`src/include/rv_decode_macros.svh`:
```
`ifndef RV_DECODE_MACROS_SVH
`define RV_DECODE_MACROS_SVH

// data and address width
`define XLEN 32

// fetch queue entries, keep it a power of two
`define QUEUE_DEPTH 4

// pc given to the first word after reset
`define RESET_PC 32'h0000_0000

`endif

```
`src/design/rv_decode_pkg.sv`:
```
`default_nettype none

`include "rv_decode_macros.svh"

package rv_decode_pkg;

  // rv32i base opcodes handled by the decoder
  typedef enum logic [6:0] {
    r_type       = 7'b0110011,
    i_type_logic = 7'b0010011,
    i_type_load  = 7'b0000011,
    i_type_jalr  = 7'b1100111,
    s_type       = 7'b0100011,
    b_type       = 7'b1100011,
    j_type       = 7'b1101111,
    u_type_auipc = 7'b0010111,
    u_type_lui   = 7'b0110111
  } opcode_t;

  // main decoder to alu decoder
  typedef enum logic [1:0] {
    alu_op_mem_access = 2'b00, // add
    alu_op_branch     = 2'b01, // subtract for compare
    alu_op_reg_op     = 2'b10, // look at funct3/funct7
    alu_op_unset      = 2'b11
  } alu_op_t;

  // encoding is {funct7[5], funct3} where it can be
  typedef enum logic [3:0] {
    alu_add  = 4'b0000,
    alu_sll  = 4'b0001,
    alu_slt  = 4'b0010,
    alu_sltu = 4'b0011,
    alu_xor  = 4'b0100,
    alu_srl  = 4'b0101,
    alu_or   = 4'b0110,
    alu_and  = 4'b0111,
    alu_sub  = 4'b1000,
    alu_sra  = 4'b1101
  } alu_ctrl_t;

  typedef struct packed {
    logic [`XLEN-1:0] pc;
    logic [`XLEN-1:0] instr;
  } fetch_pkt_t;

  typedef struct packed {
    logic [`XLEN-1:0] pc;
    opcode_t          opcode;
    alu_ctrl_t        alu_ctrl;
    logic [2:0]       funct3;
    logic [4:0]       rd;
    logic [4:0]       rs1;
    logic [4:0]       rs2;
    logic [`XLEN-1:0] imm;
    logic [`XLEN-1:0] target; // pc + imm for branches and jal
  } decoded_t;

endpackage

`default_nettype wire

```
`src/design/alu_decoder.sv`:
```
`default_nettype none

module alu_decoder (
  input  rv_decode_pkg::alu_op_t   alu_op,
  input  logic [2:0]               funct3,
  input  logic [6:0]               funct7,
  output rv_decode_pkg::alu_ctrl_t alu_ctrl
);

  import rv_decode_pkg::*;

  logic alt; // funct7[5], picks sub and sra

  assign alt = funct7[5];

  // reg_op follows funct3, the alternate bit only matters for add and srl
  always_comb begin
    case (alu_op)
      alu_op_mem_access: alu_ctrl = alu_add;
      alu_op_branch:     alu_ctrl = alu_sub; // compare by subtract
      alu_op_reg_op: begin
        case (funct3)
          3'b000:  alu_ctrl = alt ? alu_sub : alu_add;
          3'b001:  alu_ctrl = alu_sll;
          3'b010:  alu_ctrl = alu_slt;
          3'b011:  alu_ctrl = alu_sltu;
          3'b100:  alu_ctrl = alu_xor;
          3'b101:  alu_ctrl = alt ? alu_sra : alu_srl;
          3'b110:  alu_ctrl = alu_or;
          default: alu_ctrl = alu_and;
        endcase
      end
      default: alu_ctrl = alu_add; // unset
    endcase
  end

endmodule

`default_nettype wire

```
`src/design/instr_decode.sv`:
```
`default_nettype none

`include "rv_decode_macros.svh"

module instr_decode (
  input  logic [`XLEN-1:0]         instr,
  output rv_decode_pkg::opcode_t   opcode,
  output rv_decode_pkg::alu_ctrl_t alu_ctrl,
  output logic [`XLEN-1:0]         imm,
  output logic [2:0]               funct3,
  output logic [4:0]               rd,
  output logic [4:0]               rs1,
  output logic [4:0]               rs2
);

  import rv_decode_pkg::*;

  alu_op_t    alu_op;
  logic [6:0] funct7;
  logic       shift_imm;

  assign opcode = opcode_t'(instr[6:0]);

  // slli/srli/srai carry funct7 in the upper immediate bits
  assign shift_imm = (instr[13:12] == 2'b01);

  // funct3 and funct7 for the alu decoder
  always_comb begin
    funct3 = 3'b000;
    funct7 = 7'b0;
    case (opcode)
      r_type: begin
        funct3 = instr[14:12];
        funct7 = instr[31:25];
      end
      i_type_logic: begin
        funct3 = instr[14:12];
        if (shift_imm) funct7 = instr[31:25]; // addi etc keep funct7 zero
      end
      i_type_load, i_type_jalr, s_type, b_type: funct3 = instr[14:12];
      default: ;
    endcase
  end

  always_comb begin
    case (opcode)
      r_type, i_type_logic: alu_op = alu_op_reg_op;
      i_type_load:          alu_op = alu_op_mem_access;
      i_type_jalr:          alu_op = alu_op_mem_access; // rs1 + imm
      s_type:               alu_op = alu_op_mem_access;
      b_type:               alu_op = alu_op_branch;
      u_type_auipc:         alu_op = alu_op_mem_access;
      u_type_lui:           alu_op = alu_op_mem_access; // 0 + imm
      default:              alu_op = alu_op_unset;
    endcase
  end

  // register fields by format, everything else stays zero
  always_comb begin
    rd  = 5'd0;
    rs1 = 5'd0;
    rs2 = 5'd0;
    case (opcode)
      r_type: begin
        rd  = instr[11:7];
        rs1 = instr[19:15];
        rs2 = instr[24:20];
      end
      i_type_logic, i_type_load, i_type_jalr: begin
        rd  = instr[11:7];
        rs1 = instr[19:15];
      end
      s_type, b_type: begin
        rs1 = instr[19:15];
        rs2 = instr[24:20];
      end
      j_type, u_type_auipc, u_type_lui: rd = instr[11:7];
      default: ;
    endcase
  end

  // immediate extension
  always_comb begin
    case (opcode)
      i_type_logic, i_type_load, i_type_jalr:
        imm = {{20{instr[31]}}, instr[31:20]};
      s_type:
        imm = {{20{instr[31]}}, instr[31:25], instr[11:7]};
      b_type:
        imm = {{20{instr[31]}}, instr[7], instr[30:25], instr[11:8], 1'b0};
      j_type:
        imm = {{12{instr[31]}}, instr[19:12], instr[20], instr[30:21], 1'b0};
      u_type_auipc, u_type_lui:
        imm = {instr[31:12], 12'b0};
      default:
        imm = '0;
    endcase
  end

  alu_decoder u_alu_decoder (
    .alu_op   (alu_op),
    .funct3   (funct3),
    .funct7   (funct7),
    .alu_ctrl (alu_ctrl)
  );

endmodule

`default_nettype wire

```
`src/design/fetch_sequencer.sv`:
```
`default_nettype none

`include "rv_decode_macros.svh"

module fetch_sequencer (
  input  logic                      clk,
  input  logic                      rst_n,
  input  logic                      instr_strobe,
  input  logic [`XLEN-1:0]          instr,
  output logic                      push,
  output rv_decode_pkg::fetch_pkt_t push_pkt
);

  import rv_decode_pkg::*;

  logic [`XLEN-1:0] pc; // pc of the next accepted word

  always_ff @(posedge clk) begin
    if (!rst_n) begin
      pc   <= `RESET_PC;
      push <= 1'b0;
    end else begin
      push <= instr_strobe;
      if (instr_strobe) pc <= pc + `XLEN'd4;
    end
  end

  // packet payload, only meaningful while push is high
  always_ff @(posedge clk) begin
    if (instr_strobe) begin
      push_pkt.pc    <= pc;
      push_pkt.instr <= instr;
    end
  end

endmodule

`default_nettype wire

```
`src/design/fetch_queue.sv`:
```
`default_nettype none

`include "rv_decode_macros.svh"

module fetch_queue (
  input  logic                      clk,
  input  logic                      rst_n,
  input  logic                      push,
  input  rv_decode_pkg::fetch_pkt_t push_pkt,
  input  logic                      pop,
  output rv_decode_pkg::fetch_pkt_t head,
  output logic                      not_empty,
  output logic                      overflow
);

  import rv_decode_pkg::*;

  localparam int PTR_W = $clog2(`QUEUE_DEPTH);

  fetch_pkt_t       mem [`QUEUE_DEPTH];
  logic [PTR_W-1:0] wr_ptr;
  logic [PTR_W-1:0] rd_ptr;
  logic [PTR_W:0]   count;
  logic             full;
  logic             wr_en;

  assign full      = (count == (PTR_W + 1)'(`QUEUE_DEPTH));
  assign not_empty = (count != '0);
  // a full queue still takes a word when the head leaves in the same cycle
  assign wr_en     = push && (!full || pop);
  assign head      = mem[rd_ptr];

  always_ff @(posedge clk) begin
    if (!rst_n) begin
      wr_ptr   <= '0;
      rd_ptr   <= '0;
      count    <= '0;
      overflow <= 1'b0;
    end else begin
      if (wr_en) wr_ptr <= wr_ptr + 1'b1; // wraps at depth
      if (pop) rd_ptr <= rd_ptr + 1'b1;
      case ({wr_en, pop})
        2'b10:   count <= count + 1'b1;
        2'b01:   count <= count - 1'b1;
        default: count <= count;
      endcase
      if (push && !wr_en) overflow <= 1'b1; // sticky until reset
    end
  end

  always_ff @(posedge clk) begin
    if (wr_en) mem[wr_ptr] <= push_pkt;
  end

endmodule

`default_nettype wire

```
`src/design/issue_stage.sv`:
```
`default_nettype none

`include "rv_decode_macros.svh"

module issue_stage (
  input  logic                      clk,
  input  logic                      rst_n,
  input  rv_decode_pkg::fetch_pkt_t head,
  input  logic                      not_empty,
  output logic                      pop,
  output logic                      dec_strobe,
  output rv_decode_pkg::decoded_t   dec
);

  import rv_decode_pkg::*;

  opcode_t          opcode;
  alu_ctrl_t        alu_ctrl;
  logic [`XLEN-1:0] imm;
  logic [2:0]       funct3;
  logic [4:0]       rd;
  logic [4:0]       rs1;
  logic [4:0]       rs2;
  logic             is_ctrl;
  logic             stall;    // bubble after a control transfer
  decoded_t         dec_next;

  instr_decode u_instr_decode (
    .instr    (head.instr),
    .opcode   (opcode),
    .alu_ctrl (alu_ctrl),
    .imm      (imm),
    .funct3   (funct3),
    .rd       (rd),
    .rs1      (rs1),
    .rs2      (rs2)
  );

  assign is_ctrl = (opcode == b_type) || (opcode == j_type) || (opcode == i_type_jalr);
  assign pop     = not_empty && !stall;

  always_comb begin
    dec_next.pc       = head.pc;
    dec_next.opcode   = opcode;
    dec_next.alu_ctrl = alu_ctrl;
    dec_next.funct3   = funct3;
    dec_next.rd       = rd;
    dec_next.rs1      = rs1;
    dec_next.rs2      = rs2;
    dec_next.imm      = imm;
    // jalr target needs rs1 so it is left at zero
    dec_next.target   = (opcode == b_type || opcode == j_type) ? head.pc + imm : '0;
  end

  always_ff @(posedge clk) begin
    if (!rst_n) begin
      dec_strobe <= 1'b0;
      stall      <= 1'b0;
    end else begin
      dec_strobe <= pop;
      stall      <= pop && is_ctrl; // one cycle only
    end
  end

  always_ff @(posedge clk) begin
    if (pop) dec <= dec_next;
  end

endmodule

`default_nettype wire

```
`src/design/rv_decode_top.sv`:
```
`default_nettype none

`include "rv_decode_macros.svh"

module rv_decode_top (
  input  logic                    clk,
  input  logic                    rst_n,
  input  logic                    instr_strobe,
  input  logic [`XLEN-1:0]        instr,
  output logic                    dec_strobe,
  output rv_decode_pkg::decoded_t dec,
  output logic                    overflow
);

  import rv_decode_pkg::*;

  logic       push;
  fetch_pkt_t push_pkt;
  logic       pop;
  fetch_pkt_t head;
  logic       not_empty;

  fetch_sequencer u_fetch_sequencer (
    .clk          (clk),
    .rst_n        (rst_n),
    .instr_strobe (instr_strobe),
    .instr        (instr),
    .push         (push),
    .push_pkt     (push_pkt)
  );

  fetch_queue u_fetch_queue (
    .clk       (clk),
    .rst_n     (rst_n),
    .push      (push),
    .push_pkt  (push_pkt),
    .pop       (pop),
    .head      (head),
    .not_empty (not_empty),
    .overflow  (overflow)
  );

  issue_stage u_issue_stage (
    .clk        (clk),
    .rst_n      (rst_n),
    .head       (head),
    .not_empty  (not_empty),
    .pop        (pop),
    .dec_strobe (dec_strobe),
    .dec        (dec)
  );

endmodule

`default_nettype wire

```
`config.mk`:
```
export PLATFORM = sky130hd
export DESIGN_NAME = rv_decode_top
export DESIGN_NICKNAME = d
export VERILOG_FILES = /design/src/design/rv_decode_pkg.sv /design/src/design/alu_decoder.sv /design/src/design/instr_decode.sv /design/src/design/fetch_sequencer.sv /design/src/design/fetch_queue.sv /design/src/design/issue_stage.sv /design/src/design/rv_decode_top.sv
export VERILOG_INCLUDE_DIRS = /design/src /design/src/include
export SDC_FILE = /design/constraint.sdc
export NUM_CORES = 1
export LEC_CHECK = 0
export ABC_AREA = 1
export ABC_CLOCK_PERIOD_IN_PS = 10100
export BUFFER_PORTS_ARGS = -buffer_cell sky130_fd_sc_hd__buf_2
export CELL_PAD_IN_SITES_DETAIL_PLACEMENT = 0
export CELL_PAD_IN_SITES_GLOBAL_PLACEMENT = 2
export CORE_MARGIN = 4
export CORE_UTILIZATION = 30
export DETAILED_ROUTE_END_ITERATION = 8
export PLACE_DENSITY = 0.66
export SLEW_MARGIN = 20
export SYNTH_ARGS = -nofsm -noshare
export SYNTH_HDL_FRONTEND = slang
export SYNTH_SLANG_ARGS = --single-unit
```
`constraint.sdc`:
```
create_clock -name clk -period 10.1 [get_ports clk]
set_input_delay 0 -clock clk [delete_from_list [all_inputs] [get_ports clk]]
set_output_delay 0 -clock clk [all_outputs]
set_load 0.005 [all_outputs]
```
# Word-level counts from Yosys, hierarchy flattened

Memories as Yosys holds them, arrays and structs flattened. A register that Yosys moved wholly into a read port is not among the register bits.
Index checks and enable logic that the tools add are counted.

Equal/unequal tests: 21
$lt $le $gt $ge: 0
Div/mod/pow operators: 0
Reduce and logical (&&, ||, !) cells: 20
Multiplexer cells: 14
Multiply operators: 0
Bitwise logic cells: 0
Add/subtract/negate cells: 6
Shifts and indexed selects: 0

Operators with widths:

| operator                                            | count |
|---|---|
| one-hot mux 32 bit (5 select lines)                 | 1 |
| adder 32 x 3 -> 32 bit, second input constant       | 1 |
| adder 32 bit                                        | 1 |
| one-hot mux 4 bit (7 select lines)                  | 1 |
| equality test 7 x 6 -> 1 bit, second input constant | 3 |
| equality test 7 bit, second input constant          | 3 |
| equality test 7 x 5 -> 1 bit, second input constant | 2 |
| equality test 3 bit, second input constant          | 4 |
| one-hot mux 6 bit (2 select lines)                  | 1 |
| two-way mux 4 bit                                   | 2 |
| one-hot mux 4 bit (2 select lines)                  | 1 |
| equality test 7 x 2 -> 1 bit, second input constant | 1 |
| OR reduction 7 bit                                  | 1 |
| equality test 2 x 1 -> 1 bit, second input constant | 3 |
| equality test 3 x 2 -> 1 bit, second input constant | 2 |
| two-way mux 6 bit                                   | 1 |
| one-hot mux 2 bit (3 select lines)                  | 1 |
| one-hot mux 3 bit (2 select lines)                  | 1 |
| OR reduction 3 bit                                  | 2 |
| OR reduction 6 bit                                  | 1 |
| OR reduction 5 bit                                  | 1 |
| adder 2 x 1 -> 2 bit, second input constant         | 2 |
| equality test 2 bit, second input constant          | 2 |
| logical AND 1 bit                                   | 4 |
| other kinds (12)                                    | 19 |

Output and inout port bits: 127
Bits in read-only memories: 0
Register bits after elaboration: 232
Latch bits: 0
Logic and storage cells: 81
Bits in writable memories: 256
Memories: 1

Memories:

| name              | depth | bits a word | read ports | clocked after memory_dff | write ports | line              | RTL |
|---|---|---|---|---|---|---|---|
| u_fetch_queue.mem | 4     | 64          | 1          | 1                        | 1           | fetch_queue.sv:20 | `` fetch_pkt_t mem [`QUEUE_DEPTH]; `` |

# Longest topological paths before layout

Depth in word-level cells: 6
Mapped depth: 27
Mapped depth without buffers: 26

# By module

From an unflattened synthesis, not the netlist that was laid out.

Cell total of the unflattened synthesis: 2029
Area, all modules: 21490.6 um^2

By module, submodules not included:

| module          | times used | area an instance (um^2) | cells each |
|---|---|---|---|
| fetch_queue     | 1          | 10013.4                 | 694 |
| issue_stage     | 1          | 6434.9                  | 673 |
| fetch_sequencer | 1          | 3698.5                  | 355 |
| instr_decode    | 1          | 1246.2                  | 287 |
| alu_decoder     | 1          | 97.6                    | 20 |

# Least setup slack after synthesis

OpenSTA, ideal clock, no wires.

Kind: flip-flop to flip-flop
From: register u_fetch_queue.count[2]
To: register u_fetch_queue.count[2]
Path buffers: 0
Clock period less this slack: 8278 ps
Cell stages (with the launch flop): 11
Required time: 9971 ps
Data arrival time: 8149 ps
Path slack: 1822 ps
Path through: dfxtp_1 inv_1 a21oi_1 inv_1 nor2_1 inv_1 fa_1 o21ai_0 o21ai_0 o21ai_0 a21oi_1

Word-level cells in the longest chain between the ends: 6

Ends and longest elaborated chain:

| what                                                                            | line                | RTL |
|---|---|---|
| from (decl)                                                                     | fetch_queue.sv:23   | `logic [PTR_W:0] count;` |
| from (signal assigned)                                                          | fetch_queue.sv:43   | `2'b10: count <= count + 1'b1;` |
| from (signal assigned)                                                          | fetch_queue.sv:44   | `2'b01: count <= count - 1'b1;` |
| from (signal assigned)                                                          | fetch_queue.sv:45   | `default: count <= count;` |
| nonzero test 3 bit (*)                                                          | fetch_queue.sv:28   | `assign not_empty = (count != '0);` |
| logical AND 1 bit (*)                                                           | issue_stage.sv:40   | `assign pop = not_empty && !stall;` |
| via pop                                                                         | rv_decode_top.sv:19 | `logic pop;` |
| logical OR 1 bit                                                                | fetch_queue.sv:30   | `assign wr_en = push && (!full \|\| pop);` |
| logical AND 1 bit                                                               | fetch_queue.sv:30   |  |
| equality test 2 x 1 -> 1 bit / equality test 2 bit (equally long branches)      | fetch_queue.sv:42   | `case ({wr_en, pop})` |
| one-hot mux 3 bit (2 select lines) / nonzero test 2 bit (equally long branches) | --                  |  |

The timed path passes the listed nets; every way through them passes the cells marked *.
A chain may end at the register's enable or synchronous reset.

==> impl_results.md <==
- Min-delay worst type: in2reg
- Worst slew margin: 30.2%
- CP Max Fanout: 83
- Leakage: 0.00876 uW
- Fin. max-slew vios: 0
- Initial core utilization: 30.4%
- EDFF count, synth: 433
- Mapped Cells: 1,599
- CP top delay family: simple AND/OR/NAND/NOR gates
- DRT Wirelength: 53,300 um
- Fmax: 0.170 GHz
- Initial antenna violation count: 3
- Ratio of cells with drive above 1 in the final layout: 17.0%
- Clock network power share: 26.8%
- Vias in the first global route: 12,500
- Post-CTS Setup Inserts: 0
- # diodes: 0
- Int Power: 4140 uW
- IO Port Bufs: 159
- Status: finished clean
- Rows: 93
- GPL Wtd Cong: 0.857
- CTS Hold Bufs: 36
- DRC Markers: 0
- Via-per-instance ratio: 4.65
- Sequential share of power: 41.6%
- Minimum clock period: 5.89 ns
- FFs w/ async S/R, synth: 0%
- Height of the die: 264 um
- CTS clk-pin slew, worst paths: 0.06 ns
- YS warnings: 0
- Largest net degree at the start of global routing: 84
- Commonest non-fill, non-tap cell in the layout: edfxtp_1
- Die width: 264 um
- Root buffer selected by CTS: clkbuf_16
- Global route overflow: 0
- Cell mode on critical path: nand2_1
- GRT Util Overall: 15.0%
- Critical path arrival: 6.24 ns
- Total CTS buffers: 50
- CTS tree: built
- H-tree level count: 2
- Ys flop type: edfxtp_1
- WP buf/inv: 4
- I/O pin total: 162
- DR iter-0 viols: 867
- Sw frac: 36.7%
- Via count: 12,600
- Critical path, cell by cell: clkinv_2, buf_4, nand2_1, nand3_1, nand2_2, nand2_1, nor2_4, nand2_1, nand2_1, inv_1, o21ai_0, ha_1, nand2_1, nor2_1, inv_1, nor3_1, nand3_1, nand3_1, a21boi_0, nor2_1, nor2_1
- Comb pwr share: 31.6%
- Global-route wire length before repair: 79,500 um
- Flop and latch count out of synthesis: 476
- Psw: 2400 uW
- Post-Syn Area: 0.0196 sq mm
- Most frequent cells in the layout: edfxtp_1 (433), nand2_1 (229), nor2_1 (194)
- Distinct cells, synth: 56
- Total Nets Final: 1,880
- DP Wirelength: 36,100 um
- Die area: 0.0696 sq mm
- Worst Clk Skew: 0.0164 ns
- Final setup viols: 0
- Final hold slack: 0.114 ns
- Period utilisation layout: 58.3%
- PD cells: 281 mW/mm^2
- Worst path required time: 10.45 ns
- Core area: 0.0646 sq mm
- Peak VDD IR: 0.152 mV
- Tightest Pin Transition: 1.05 ns
- Kind of critical path: reg2reg
- Antenna-violating nets left: 0
- Post-CTS Resized: 0
- RSZ-0062 raised after global routing: false
- Area growth from synthesis to layout: 18.4%
- Worst Setup Start Kind: register
- DR pass1 iterations: 5
- Critical path capture point type: register
- Max Cap Viol: 0
- Worst-case clock buffer depth: 3
- Critical path's largest stage delay: 0.68 ns
- Register area share after synthesis: 70.6%
- Crit-path slowest cell: dfxtp_4
- Hold Violations, Final: 0
- Clock Sinks: 476
- Setup_tns: 0 ns
- Skew-Pair Late Insertion Delay: 0.60 ns
- WL/cell: 19.7 um
- Synthesized area per cell: 12.3 sq um
==> layer usage <==
| metal | global-route usage (%) | share of wire (%) | wire length [um] |
|---|---|---|---|
| met4 | 4.77 | 3.1 | 1640 |
| met1 | 20.2 | 45 | 24200 |
| met2 | 24.6 | 47 | 24900 |
| met5 | 0 | 0.045 | 24 |
| met3 | 2.71 | 4.7 | 2510 |
==> sequential cells by signal, indices dropped and copies added (netlist names), named ones only <==
register and count:
u_fetch_queue.count 3, u_fetch_queue.mem 248, u_fetch_queue.overflow 1, u_fetch_queue.rd_ptr 2
u_fetch_queue.wr_ptr 2, u_fetch_sequencer.pc 30, u_fetch_sequencer.push 1, u_fetch_sequencer.push_pkt 62
u_issue_stage.dec 123, u_issue_stage.dec_strobe 1, u_issue_stage.stall 1
==> logic make-up after synthesis <==
| kind of cell | share of synthesized area (%) |
|---|---|
| flops | 70.6 |
| buf+inv | 4.28 |
| xor+xnor | 0.713 |
| fa+ha+maj | 2.50 |
| compound gates | 9.49 |
| other cells | 0.0191 |
| simple gates | 12.4 |
==> worst reg2reg max path, cell delays in order, from the launching register on <==
cell	delay (ns)
dfxtp_4	0.68
clkinv_2	0.69
buf_4	0.61
nand2_1	0.19
nand3_1	0.09
nand2_2	0.11
nand2_1	0.08
nor2_4	0.16
nand2_1	0.43
nand2_1	0.28
inv_1	0.15
o21ai_0	0.47
ha_1	0.28
nand2_1	0.10
nor2_1	0.23
inv_1	0.13
nor3_1	0.37
nand3_1	0.12
nand3_1	0.19
a21boi_0	0.14
nor2_1	0.11
nor2_1	0.05
==> power groups by stage <==
stage,Sequential [uW],Clock [uW],Combinational (uW)
6_report,2720,1750,2070
5_1_grt,2760,1890,2300
4_1_cts,2730,1810,2110
3_5_place_dp,2770,0,2090
3_3_place_gp,2770,0,2110
2_1_floorplan,2800,0,1230
==> path summary, 6_finish.rpt <==
kind / start / to / slack (ns) / cells after the start
hold reg to reg: u_fetch_sequencer.pc[28] / u_fetch_sequencer.push_pkt[60] / 0.43 / 0
setup / recovery: register / u_issue_stage.dec[27] / 4.21 / 21
setup reg to reg: register / u_issue_stage.dec[27] / 4.21 / 21
hold / removal: instr[16] / u_fetch_sequencer.push_pkt[16] / 0.11 / 2
==> cell usage after synthesis, types with 14 or more instances <==
library cell	instances	share of area, %
nand3_1	49	1.2
clkbuf_1	17	0.32
ha_1	36	2.3
buf_2	18	0.46
nand2_2	14	0.45
o21ai_0	124	3.2
a21oi_1	88	2.2
o22ai_1	39	1.2
nand2_1	229	4.4
dfxtp_1	43	4.4
o21ai_2	18	0.80
nor3_1	25	0.64
nor2_1	198	3.8
edfxtp_1	433	66
inv_1	133	2.5
==> through the flow <==
step / area [sq um] / worst slack, ns / total power [uW] / util [%] / instances
finish: 23200 / 4.21 / 6540 / 36.0 / 2704
global route: 23200 / 3.68 / 6950 / 36.0 / 2704
CTS: 23200 / 4.17 / 6660 / 36.0 / 2704
detailed placement: 21300 / 4.15 / 4870 / 33.0 / 2574
global placement: 21300 / 4.19 / 4870 / 33.0 / 2574
floorplan: 19600 / 1.82 / 4020 / - / 1601
==> area by class of cell <==
cell class | count | area (sq um)
flip-flops and latches | 476 | 13900
inverters | 141 | 533
well taps | 855 | 1070
clock inverters | 33 | 236
clock buffers | 61 | 1310
multi-input cells | 932 | 4990
fillers | 6328 | 41300
repair buffers | 206 | 1240
Note: power is estimated with default switching activity, not from simulation.
